`config.mk`:
```
export PLATFORM = sky130hd
export DESIGN_NAME = core_top
export DESIGN_NICKNAME = d
export VERILOG_FILES = /design/src/common/rv_pkg.sv /design/src/execute/alu.sv /design/src/source/fetch_unit.sv /design/src/decode/regfile.sv /design/src/decode/decode_stage.sv /design/src/execute/execute_stage.sv /design/src/source/writeback_stage.sv /design/src/source/core_top.sv
export SDC_FILE = /design/constraint.sdc
export NUM_CORES = 2
export LEC_CHECK = 0
export BUFFER_PORTS_ARGS = -buffer_cell sky130_fd_sc_hd__buf_2
export CELL_PAD_IN_SITES_DETAIL_PLACEMENT = 0
export CELL_PAD_IN_SITES_GLOBAL_PLACEMENT = 2
export CORE_MARGIN = 1
export CORE_UTILIZATION = 45
export DETAILED_ROUTE_END_ITERATION = 8
export PLACE_DENSITY_LB_ADDON = 0.1
export SYNTH_ARGS = -nofsm -noshare
export SYNTH_HDL_FRONTEND = slang
export SYNTH_HIERARCHICAL = 1
export SYNTH_SLANG_ARGS = --single-unit
```
`constraint.sdc`:
```
create_clock -name clk -period 6.2 [get_ports clk]
set_input_delay 0.62 -clock clk [delete_from_list [all_inputs] [get_ports clk]]
set_output_delay 0.62 -clock clk [all_outputs]
set_load 0.05 [all_outputs]
```
`src/common/rv_pkg.sv`:
```
`default_nettype none

package rv_pkg;

    // ====================
    // Widths and types
    // ====================
    localparam int XLEN       = 32;
    localparam int REG_ADDR_W = 5;

    typedef logic [XLEN-1:0]       word_t;
    typedef logic [REG_ADDR_W-1:0] reg_addr_t;

    // Major opcodes kept by this core
    typedef enum logic [6:0] {
        OP     = 7'b0110011,
        OP_IMM = 7'b0010011,
        LUI    = 7'b0110111,
        STORE  = 7'b0100011,
        BRANCH = 7'b1100011,
        JAL    = 7'b1101111
    } opcode_e;

    typedef enum logic [3:0] {
        ADD    = 4'd0,
        SUB    = 4'd1,
        SLL    = 4'd2,
        SLT    = 4'd3,
        SLTU   = 4'd4,
        XOR    = 4'd5,
        SRL    = 4'd6,
        SRA    = 4'd7,
        OR     = 4'd8,
        AND    = 4'd9,
        PASS_B = 4'd10  // LUI result is the immediate
    } alu_op_e;

    // ====================
    // Constants
    // ====================
    localparam logic [2:0] BRANCH_EQ = 3'b000;
    localparam logic [2:0] BRANCH_NE = 3'b001;

    localparam word_t INSTR_NOP = 32'h0000_0013; // addi x0, x0, 0
    localparam word_t PC_STEP   = word_t'(4);

endpackage

`default_nettype wire

```
`src/execute/alu.sv`:
```
`timescale 1ns/1ps
`default_nettype none

module alu (
    input  rv_pkg::word_t   a,
    input  rv_pkg::word_t   b,
    input  rv_pkg::alu_op_e op,
    output rv_pkg::word_t   result
);
    import rv_pkg::*;

    logic [4:0] shamt;

    assign shamt = b[4:0];

    always_comb begin
        case (op)
            ADD:     result = a + b;
            SUB:     result = a - b;
            SLL:     result = a << shamt;
            SLT:     result = word_t'($signed(a) < $signed(b));
            SLTU:    result = word_t'(a < b);
            XOR:     result = a ^ b;
            SRL:     result = a >> shamt;
            SRA:     result = word_t'($signed(a) >>> shamt);
            OR:      result = a | b;
            AND:     result = a & b;
            PASS_B:  result = b;
            default: result = '0;
        endcase
    end

endmodule

`default_nettype wire

```
`src/source/fetch_unit.sv`:
```
`timescale 1ns/1ps
`default_nettype none

module fetch_unit #(
    parameter rv_pkg::word_t RESET_PC = '0
) (
    input  logic          clk,
    input  logic          rst_n,
    input  rv_pkg::word_t instr,
    input  logic          redirect,
    input  rv_pkg::word_t redirect_pc,
    output rv_pkg::word_t pc_addr,
    output rv_pkg::word_t if_pc,
    output rv_pkg::word_t if_instr
);
    import rv_pkg::*;

    // Program counter
    always_ff @(posedge clk or negedge rst_n) begin
        if (!rst_n) begin
            pc_addr <= RESET_PC;
        end else if (redirect) begin
            pc_addr <= redirect_pc; // Taken branch or JAL in EX
        end else begin
            pc_addr <= pc_addr + PC_STEP;
        end
    end

    // IF/ID instruction word
    always_ff @(posedge clk or negedge rst_n) begin
        if (!rst_n) begin
            if_instr <= INSTR_NOP;
        end else begin
            if_instr <= redirect ? INSTR_NOP : instr; // Kill the slot behind EX
        end
    end

    always_ff @(posedge clk) begin
        if_pc <= pc_addr;
    end

endmodule

`default_nettype wire

```
`src/decode/regfile.sv`:
```
`timescale 1ns/1ps
`default_nettype none

module regfile (
    input  logic              clk,
    input  logic              rst_n,
    input  rv_pkg::reg_addr_t rs1_idx,
    input  rv_pkg::reg_addr_t rs2_idx,
    input  logic              wb_we,
    input  rv_pkg::reg_addr_t wb_rd,
    input  rv_pkg::word_t     wb_data,
    output rv_pkg::word_t     rs1_data,
    output rv_pkg::word_t     rs2_data
);
    import rv_pkg::*;

    word_t regs [2**REG_ADDR_W];

    // Write-first read port with x0 tied low
    function automatic word_t read_port(input reg_addr_t idx);
        if (idx == '0) begin
            return '0;
        end else if (wb_we && wb_rd == idx) begin
            return wb_data; // Same-cycle writeback
        end
        return regs[idx];
    endfunction

    always_comb begin
        rs1_data = read_port(rs1_idx);
        rs2_data = read_port(rs2_idx);
    end

    always_ff @(posedge clk or negedge rst_n) begin
        if (!rst_n) begin
            for (int i = 0; i < 2**REG_ADDR_W; i++) begin
                regs[i] <= '0;
            end
        end else if (wb_we && wb_rd != '0) begin
            regs[wb_rd] <= wb_data; // x0 writes dropped
        end
    end

endmodule

`default_nettype wire

```
`src/decode/decode_stage.sv`:
```
`timescale 1ns/1ps
`default_nettype none

module decode_stage (
    input  logic              clk,
    input  logic              rst_n,
    input  rv_pkg::word_t     if_pc,
    input  rv_pkg::word_t     if_instr,
    input  logic              redirect,
    input  rv_pkg::word_t     rs1_data,
    input  rv_pkg::word_t     rs2_data,
    output rv_pkg::reg_addr_t rs1_idx,
    output rv_pkg::reg_addr_t rs2_idx,
    output rv_pkg::word_t     ex_pc,
    output rv_pkg::word_t     ex_rs1_data,
    output rv_pkg::word_t     ex_rs2_data,
    output rv_pkg::word_t     ex_imm,
    output rv_pkg::reg_addr_t ex_rs1,
    output rv_pkg::reg_addr_t ex_rs2,
    output rv_pkg::reg_addr_t ex_rd,
    output rv_pkg::alu_op_e   ex_alu_op,
    output logic              ex_alu_src_imm,
    output logic              ex_reg_write,
    output logic              ex_mem_write,
    output logic              ex_branch,
    output logic              ex_branch_ne,
    output logic              ex_jump
);
    import rv_pkg::*;

    opcode_e    opcode;
    logic [2:0] funct3;
    word_t      imm;
    alu_op_e    alu_op;
    logic       alu_src_imm;
    logic       reg_write;
    logic       mem_write;
    logic       branch;
    logic       jump;

    // ====================
    // Fields
    // ====================
    assign opcode  = opcode_e'(if_instr[6:0]);
    assign funct3  = if_instr[14:12];
    assign rs1_idx = if_instr[19:15];
    assign rs2_idx = if_instr[24:20];

    // funct3 to ALU op, alt picks SUB or SRA
    function automatic alu_op_e alu_decode(input logic [2:0] f3, input logic alt);
        case (f3)
            3'b000:  return alt ? SUB : ADD;
            3'b001:  return SLL;
            3'b010:  return SLT;
            3'b011:  return SLTU;
            3'b100:  return XOR;
            3'b101:  return alt ? SRA : SRL;
            3'b110:  return OR;
            default: return AND;
        endcase
    endfunction

    // ====================
    // Control and immediate
    // ====================
    always_comb begin
        alu_op      = ADD;
        alu_src_imm = 1'b0;
        reg_write   = 1'b0;
        mem_write   = 1'b0;
        branch      = 1'b0;
        jump        = 1'b0;
        imm         = {{20{if_instr[31]}}, if_instr[31:20]}; // I-type
        case (opcode)
            OP: begin
                alu_op    = alu_decode(funct3, if_instr[30]);
                reg_write = 1'b1;
            end
            OP_IMM: begin
                // Bit 30 is immediate except on SRAI
                alu_op      = alu_decode(funct3, if_instr[30] && funct3 == 3'b101);
                alu_src_imm = 1'b1;
                reg_write   = 1'b1;
            end
            LUI: begin
                alu_op      = PASS_B;
                alu_src_imm = 1'b1;
                reg_write   = 1'b1;
                imm         = {if_instr[31:12], 12'b0};
            end
            STORE: begin
                alu_src_imm = 1'b1;
                mem_write   = (funct3 == 3'b010); // SW only
                imm         = {{20{if_instr[31]}}, if_instr[31:25], if_instr[11:7]};
            end
            BRANCH: begin
                branch = (funct3 == BRANCH_EQ) || (funct3 == BRANCH_NE);
                imm    = {{19{if_instr[31]}}, if_instr[31], if_instr[7],
                          if_instr[30:25], if_instr[11:8], 1'b0};
            end
            JAL: begin
                reg_write = 1'b1;
                jump      = 1'b1;
                imm       = {{11{if_instr[31]}}, if_instr[31], if_instr[19:12],
                             if_instr[20], if_instr[30:21], 1'b0};
            end
            default: ; // Unknown opcode decodes to a bubble
        endcase
    end

    // ====================
    // ID/EX
    // ====================
    always_ff @(posedge clk or negedge rst_n) begin
        if (!rst_n) begin
            ex_reg_write <= 1'b0;
            ex_mem_write <= 1'b0;
            ex_branch    <= 1'b0;
            ex_jump      <= 1'b0;
        end else begin
            // Redirect squashes the instruction now in ID
            ex_reg_write <= reg_write && !redirect;
            ex_mem_write <= mem_write && !redirect;
            ex_branch    <= branch && !redirect;
            ex_jump      <= jump && !redirect;
        end
    end

    always_ff @(posedge clk) begin
        ex_pc          <= if_pc;
        ex_rs1_data    <= rs1_data;
        ex_rs2_data    <= rs2_data;
        ex_imm         <= imm;
        ex_rs1         <= rs1_idx;
        ex_rs2         <= rs2_idx;
        ex_rd          <= if_instr[11:7];
        ex_alu_op      <= alu_op;
        ex_alu_src_imm <= alu_src_imm;
        ex_branch_ne   <= (funct3 == BRANCH_NE);
    end

    // At most one control transfer per EX slot
    assert property (@(posedge clk) disable iff (!rst_n) !(ex_branch && ex_jump))
        else $error("ID/EX holds a branch and a jump at once");

endmodule

`default_nettype wire

```
`src/execute/execute_stage.sv`:
```
`timescale 1ns/1ps
`default_nettype none

module execute_stage (
    input  logic              clk,
    input  logic              rst_n,
    input  rv_pkg::word_t     ex_pc,
    input  rv_pkg::word_t     ex_rs1_data,
    input  rv_pkg::word_t     ex_rs2_data,
    input  rv_pkg::word_t     ex_imm,
    input  rv_pkg::reg_addr_t ex_rs1,
    input  rv_pkg::reg_addr_t ex_rs2,
    input  rv_pkg::reg_addr_t ex_rd,
    input  rv_pkg::alu_op_e   ex_alu_op,
    input  logic              ex_alu_src_imm,
    input  logic              ex_reg_write,
    input  logic              ex_mem_write,
    input  logic              ex_branch,
    input  logic              ex_branch_ne,
    input  logic              ex_jump,
    input  logic              wb_we,
    input  rv_pkg::reg_addr_t wb_rd,
    input  rv_pkg::word_t     wb_data,
    output logic              redirect,
    output rv_pkg::word_t     redirect_pc,
    output rv_pkg::word_t     mem_result,
    output rv_pkg::word_t     mem_store_data,
    output rv_pkg::reg_addr_t mem_rd,
    output logic              mem_reg_write,
    output logic              mem_mem_write
);
    import rv_pkg::*;

    word_t op_a;
    word_t op_b;
    word_t alu_b;
    word_t alu_out;
    word_t result;
    logic  taken;

    // ====================
    // Forwarding
    // ====================
    function automatic word_t forward(input reg_addr_t src, input word_t id_val);
        if (src != '0 && mem_reg_write && mem_rd == src) begin
            return mem_result; // Producer one slot ahead
        end else if (src != '0 && wb_we && wb_rd == src) begin
            return wb_data;    // Producer two slots ahead
        end
        return id_val;
    endfunction

    always_comb begin
        op_a = forward(ex_rs1, ex_rs1_data);
        op_b = forward(ex_rs2, ex_rs2_data);
    end

    assign alu_b = ex_alu_src_imm ? ex_imm : op_b;

    alu alu_i (
        .a      (op_a),
        .b      (alu_b),
        .op     (ex_alu_op),
        .result (alu_out)
    );

    assign result = ex_jump ? ex_pc + PC_STEP : alu_out; // JAL link address

    // ====================
    // Branch resolution
    // ====================
    assign taken       = ex_branch && ((op_a == op_b) != ex_branch_ne);
    assign redirect    = taken || ex_jump;
    assign redirect_pc = ex_pc + ex_imm; // Same adder for BEQ/BNE and JAL

    // EX/MEM
    always_ff @(posedge clk or negedge rst_n) begin
        if (!rst_n) begin
            mem_reg_write <= 1'b0;
            mem_mem_write <= 1'b0;
        end else begin
            mem_reg_write <= ex_reg_write;
            mem_mem_write <= ex_mem_write;
        end
    end

    always_ff @(posedge clk) begin
        mem_result     <= result;
        mem_store_data <= op_b; // SW data after forwarding
        mem_rd         <= ex_rd;
    end

    // Fetch only ever restarts on a word boundary
    assert property (@(posedge clk) disable iff (!rst_n)
        redirect |-> redirect_pc[1:0] == 2'b00)
        else $error("Misaligned redirect target %h", redirect_pc);

endmodule

`default_nettype wire

```
`src/source/writeback_stage.sv`:
```
`timescale 1ns/1ps
`default_nettype none

module writeback_stage (
    input  logic              clk,
    input  logic              rst_n,
    input  rv_pkg::word_t     mem_result,
    input  rv_pkg::word_t     mem_store_data,
    input  rv_pkg::reg_addr_t mem_rd,
    input  logic              mem_reg_write,
    input  logic              mem_mem_write,
    output logic              store_en,
    output rv_pkg::word_t     store_addr,
    output rv_pkg::word_t     store_data,
    output logic              wb_we,
    output rv_pkg::reg_addr_t wb_rd,
    output rv_pkg::word_t     wb_data
);

    // ====================
    // Store port
    // ====================
    assign store_en   = mem_mem_write; // One-cycle strobe, no handshake
    assign store_addr = mem_result;
    assign store_data = mem_store_data;

    // MEM/WB
    always_ff @(posedge clk or negedge rst_n) begin
        if (!rst_n) begin
            wb_we <= 1'b0;
        end else begin
            wb_we <= mem_reg_write;
        end
    end

    always_ff @(posedge clk) begin
        wb_rd   <= mem_rd;
        wb_data <= mem_result; // ALU, LUI or link value
    end

    // Word stores only
    assert property (@(posedge clk) disable iff (!rst_n)
        store_en |-> store_addr[1:0] == 2'b00)
        else $error("SW to unaligned address %h", store_addr);

endmodule

`default_nettype wire

```
`src/source/core_top.sv`:
```
`timescale 1ns/1ps
`default_nettype none

module core_top #(
    parameter rv_pkg::word_t RESET_PC = '0
) (
    input  logic          clk,
    input  logic          rst_n,
    input  rv_pkg::word_t instr,
    output rv_pkg::word_t pc_addr,
    output logic          store_en,
    output rv_pkg::word_t store_addr,
    output rv_pkg::word_t store_data
);
    import rv_pkg::*;

    // ====================
    // Stage wires
    // ====================
    word_t     if_pc;
    word_t     if_instr;
    reg_addr_t rs1_idx;
    reg_addr_t rs2_idx;
    word_t     rs1_data;
    word_t     rs2_data;

    word_t     ex_pc;
    word_t     ex_rs1_data;
    word_t     ex_rs2_data;
    word_t     ex_imm;
    reg_addr_t ex_rs1;
    reg_addr_t ex_rs2;
    reg_addr_t ex_rd;
    alu_op_e   ex_alu_op;
    logic      ex_alu_src_imm;
    logic      ex_reg_write;
    logic      ex_mem_write;
    logic      ex_branch;
    logic      ex_branch_ne;
    logic      ex_jump;

    logic      redirect;
    word_t     redirect_pc;

    word_t     mem_result;
    word_t     mem_store_data;
    reg_addr_t mem_rd;
    logic      mem_reg_write;
    logic      mem_mem_write;

    logic      wb_we;
    reg_addr_t wb_rd;
    word_t     wb_data;

    fetch_unit #(
        .RESET_PC (RESET_PC)
    ) fetch_i (
        .clk, .rst_n, .instr, .redirect, .redirect_pc,
        .pc_addr, .if_pc, .if_instr
    );

    decode_stage decode_i (
        .clk, .rst_n, .if_pc, .if_instr, .redirect, .rs1_data, .rs2_data,
        .rs1_idx, .rs2_idx,
        .ex_pc, .ex_rs1_data, .ex_rs2_data, .ex_imm, .ex_rs1, .ex_rs2, .ex_rd,
        .ex_alu_op, .ex_alu_src_imm, .ex_reg_write, .ex_mem_write,
        .ex_branch, .ex_branch_ne, .ex_jump
    );

    regfile regfile_i (
        .clk, .rst_n, .rs1_idx, .rs2_idx, .wb_we, .wb_rd, .wb_data,
        .rs1_data, .rs2_data
    );

    execute_stage execute_i (
        .clk, .rst_n,
        .ex_pc, .ex_rs1_data, .ex_rs2_data, .ex_imm, .ex_rs1, .ex_rs2, .ex_rd,
        .ex_alu_op, .ex_alu_src_imm, .ex_reg_write, .ex_mem_write,
        .ex_branch, .ex_branch_ne, .ex_jump,
        .wb_we, .wb_rd, .wb_data,
        .redirect, .redirect_pc,
        .mem_result, .mem_store_data, .mem_rd, .mem_reg_write, .mem_mem_write
    );

    writeback_stage writeback_i (
        .clk, .rst_n,
        .mem_result, .mem_store_data, .mem_rd, .mem_reg_write, .mem_mem_write,
        .store_en, .store_addr, .store_data,
        .wb_we, .wb_rd, .wb_data
    );

endmodule

`default_nettype wire

```
==> results.sh <==
export IMPL_status="completed"
export IMPL_drt_iter0_markers=5393
export IMPL_period_share=0.963
export IMPL_power_leakage_nw=39.1
export IMPL_slew_limit_headroom=0.221
export IMPL_crit_path_max_fanout=28
export IMPL_power_density_mw_per_mm2=282
export IMPL_fin_cells=8932
export IMPL_placed_area_mm2=0.0821
export IMPL_grt_usage=0.344
export IMPL_totalWireLength_um=309000
export IMPL_finalMaxSlewViolations=0
export IMPL_crit_path_start_kind="flip-flop"
export IMPL_ant_nets=0
export IMPL_path_cells="xor2_1, or4b_4, buf_4, or3_1, a31oi_1, mux2_2, inv_1, ha_1, or3_1, a211oi_1, o21ai_0, a31oi_1, nor4b_1, o31ai_1, a32o_1, nor2_1, a21oi_1"
export IMPL_fin_crit_ns=5.97
export IMPL_drive_above_1_share=0.352
export IMPL_clk_pin_slew_ns=0.06
export IMPL_yosysMostFrequentCell="dfrtp_1"
export IMPL_timing_rr_end="execute_i/mem_result[31]"
export IMPL_synth_common_cells="1092 x dfrtp_1, 1046 x mux2_2, 479 x mux4_2"
export IMPL_synth_cell_type_count=117
export IMPL_fin_setup_tns_ns=0
export IMPL_slowest_stage="or4b_4"
export IMPL_grt_first_pass_wirelength_um=441000
export IMPL_crit_path_max_incr_delay_ns=0.72
export IMPL_final_nets=6638
export IMPL_drt_first_pass_iters=8
export IMPL_n_fill_cell=15400
export IMPL_synth_seq_cells=1382
export IMPL_die_w_um=422
export IMPL_ioPinCount=131
export IMPL_gr_total_overflow=0
export IMPL_holdPathStages=2
export IMPL_synthTopCellsByArea="dfrtp_1 34%, mux2_2 15%, mux4_2 14%"
export IMPL_io_buffers=130
export IMPL_setup_violations=0
export IMPL_start_util=0.455
export IMPL_dp_hpwl_um=208000
export IMPL_route_detailed_drc=0
export IMPL_dieArea_mm2=0.178
export IMPL_dpl_worst_slack_ns=0.389
export IMPL_clk_latency_ns=0.83
export IMPL_syn_num_nets=6748
export IMPL_ir_drop_uv=265
export IMPL_postSynthAreaPerCell_um2=12.1
export IMPL_ys_flop_type="dfrtp_1"
export IMPL_synth_area_mm2=0.0793
export IMPL_gp_congestion=1.01
export IMPL_cts_setup_buffers=0
export IMPL_clock_sinks=1382
export IMPL_final_area_mm2=0.0878
export IMPL_finalClockSkew_ns=0.0689
export IMPL_synthesis_instances=6578
export IMPL_vias=58200
export IMPL_max_freq_ghz=0.167
export IMPL_grt_max_degree=152
export IMPL_grt_setup_unrepaired="false"
export IMPL_core_area_mm2=0.174
export IMPL_antenna_found_initial=28
export IMPL_area_delta_synth_final_pct=10.7
export IMPL_ys_warnings_count=6
export IMPL_async_reset_ff_frac=0.792
export IMPL_rrSetupSlack_ns=0.23
export IMPL_crit_required_ns=6.82
export IMPL_synth_edf_count=0
export IMPL_hold_end="fetch_i/if_instr[23]"
export IMPL_grt_pass1_vias=58200
export IMPL_timing_hold_worst_class="input pin to flip-flop"
export IMPL_h_tree_depth=4
export IMPL_path_delay_family="compound AO/OA/AOI/OAI gates"
export IMPL_cap_violations=0
export IMPL_cts_root_buf="clkbuf_16"
export IMPL_worst_pin_slew_ns=1.15
export IMPL_hold_viol_final=0
export IMPL_rows=153
export IMPL_crit_path_end_kind="flip-flop"
export IMPL_vias_per_cell=6.52
export IMPL_min_from="instr[23]"
export IMPL_cp_arrival_ns=6.59
export IMPL_die_h_um=422
export IMPL_cts_buffers_inserted=159
export IMPL_critPathKind="flip-flop to flip-flop"
export IMPL_setup_ws_ns=0.229
export IMPL_placedCellCount=8614
export IMPL_wire_per_inst_um=34.6
export IMPL_cts_tree="yes"
export IMPL_synth_seq_area_share=0.418
export IMPL_total_power_mw=24.8
export IMPL_crit_buf_inv=2
export IMPL_r2r_start="decode_i/ex_rs2[3]"
export IMPL_yosys_area_top_type="dfrtp_1"
export IMPL_r2r_cells=17
export IMPL_netlist_area_leader_share=0.344
export IMPL_cts_max_path_buffers=3
## worst max path at each step
stage          cells after the start                  from                  endpoint  slack, ns
6_report                          17    decode_i/ex_rs2[3]  execute_i/mem_result[31]       0.23
5_1_grt                           18  writeback_i/wb_rd[4]  execute_i/mem_result[31]       0.04
4_1_cts                           17    decode_i/ex_rs2[3]  execute_i/mem_result[31]       0.30
3_5_place_dp                      17    decode_i/ex_rs2[3]  execute_i/mem_result[31]       0.39
3_3_place_gp                      20    decode_i/ex_rs2[1]  execute_i/mem_result[30]       0.33
2_1_floorplan                     23  writeback_i/wb_rd[3]  execute_i/mem_result[27]       0.61
## stage by stage
stage / hold WS [ns] / utilization
2_1_floorplan: 0.310 / -
3_3_place_gp: 0.311 / 0.471
3_5_place_dp: 0.312 / 0.471
4_1_cts: 0.00484 / 0.504
5_1_grt: 0.0182 / 0.504
6_report: 0.0519 / 0.504
## logic make-up (layout without fill, tap and decap cells)
| family | after synthesis | in the layout | share of synthesized area |
|---|---|---|---|
| xor gates and xnor gates | 140 | 140 | 0.0155 |
| AOI/OAI and AO/OA | 1207 | 1207 | 0.108 |
| buffers and inverters | 844 | 868 | 0.0509 |
| DFF | 1382 | 1382 | 0.418 |
| adders and majority gates | 136 | 136 | 0.0217 |
| and+or+nand+nor | 1090 | 1090 | 0.0697 |
| muxes | 1779 | 1779 | 0.317 |
| other | 0 | 5 | 0 |
## placed cells by master (no fill, tap or decap), drive strengths merged, types with 21 or more instances in the layout
cell type  count
dfrtp       1092
a21o          40
xor2          65
or4           22
buf          412
mux2        1059
nor3          97
mux4         479
a22oi         46
a211o         70
a32o          33
and2          37
a221oi        22
or3           37
o211ai        37
nor2b         91
o22ai         51
o31ai         22
ha           133
nand2        252
nor4          22
clkinv        38
a21oi        194
inv          148
nand3        104
dfxtp        287
o21bai        21
a211oi       185
nor2         279
a31oi         92
a22o          32
clkbuf       239
xnor2         75
mux2i        241
nand4         35
o221ai        44
o21ai        196
## layout make-up
class,count,area [um^2],share of cell area
Clock buffer,239,4730,0.0538
Inverter,143,537,0.00611
Multi-Input combinational cell,4352,42500,0.483
Tap cell,2325,2910,0.0331
Sequential cell,1382,33200,0.378
Timing Repair Buffer,430,3250,0.0370
Antenna cell,5,12.5,0.000142
Clock inverter,56,774,0.00882
## registers in the layout (all words and copies together) (netlist names), 32 cells and up
| register | flops |
|---|---|
| fetch_i/if_instr | 32 |
| fetch_i/pc_addr | 32 |
| writeback_i/wb_data | 32 |
| execute_i/mem_store_data | 32 |
| decode_i/ex_imm | 32 |
| regfile_i/regs | 1024 |
| decode_i/ex_rs1_data | 32 |
| execute_i/mem_result | 32 |
| decode_i/ex_rs2_data | 32 |
| fetch_i/if_pc | 32 |
| decode_i/ex_pc | 32 |
## worst reg2reg max path, stage by stage, from the launching register on
cell and delay [ns]:
dfxtp_1 0.39, xor2_1 0.17, or4b_4 0.72, buf_4 0.28, or3_1 0.32, a31oi_1 0.39
mux2_2 0.27, inv_1 0.06, ha_1 0.42, or3_1 0.41, a211oi_1 0.58, o21ai_0 0.31
a31oi_1 0.62, nor4b_1 0.34, o31ai_1 0.12, a32o_1 0.23, nor2_1 0.09, a21oi_1 0.05
## power by group
group          internal, mW  switching (mW)  leakage, nW  total (mW)
Combinational          1.55            3.22         18.9        4.76
Clock                  5.71            4.08         2.69        9.79
Sequential             9.53           0.664         17.5        10.2
Total                  16.8            7.97         39.1        24.8
## metal layers
| metal | vias to the layer above | global-route usage | wire length, um |
|---|---|---|---|
| met1 | 30800 | 0.458 | 129000 |
| li1 | 24600 | - | - |
| met5 | - | 0 | 18 |
| met4 | 2 | 0.160 | 16200 |
| met3 | 571 | 0.0512 | 18600 |
| met2 | 2278 | 0.552 | 145000 |
## what timing repair did
| action | 4_1_cts | 5_1_grt |
|---|---|---|
| gates resized for setup | 0 | 0 |
| hold endpoints to repair | 104 | 0 |
| hold buffers | 18 | 0 |
(Power assumes the default switching activity.)
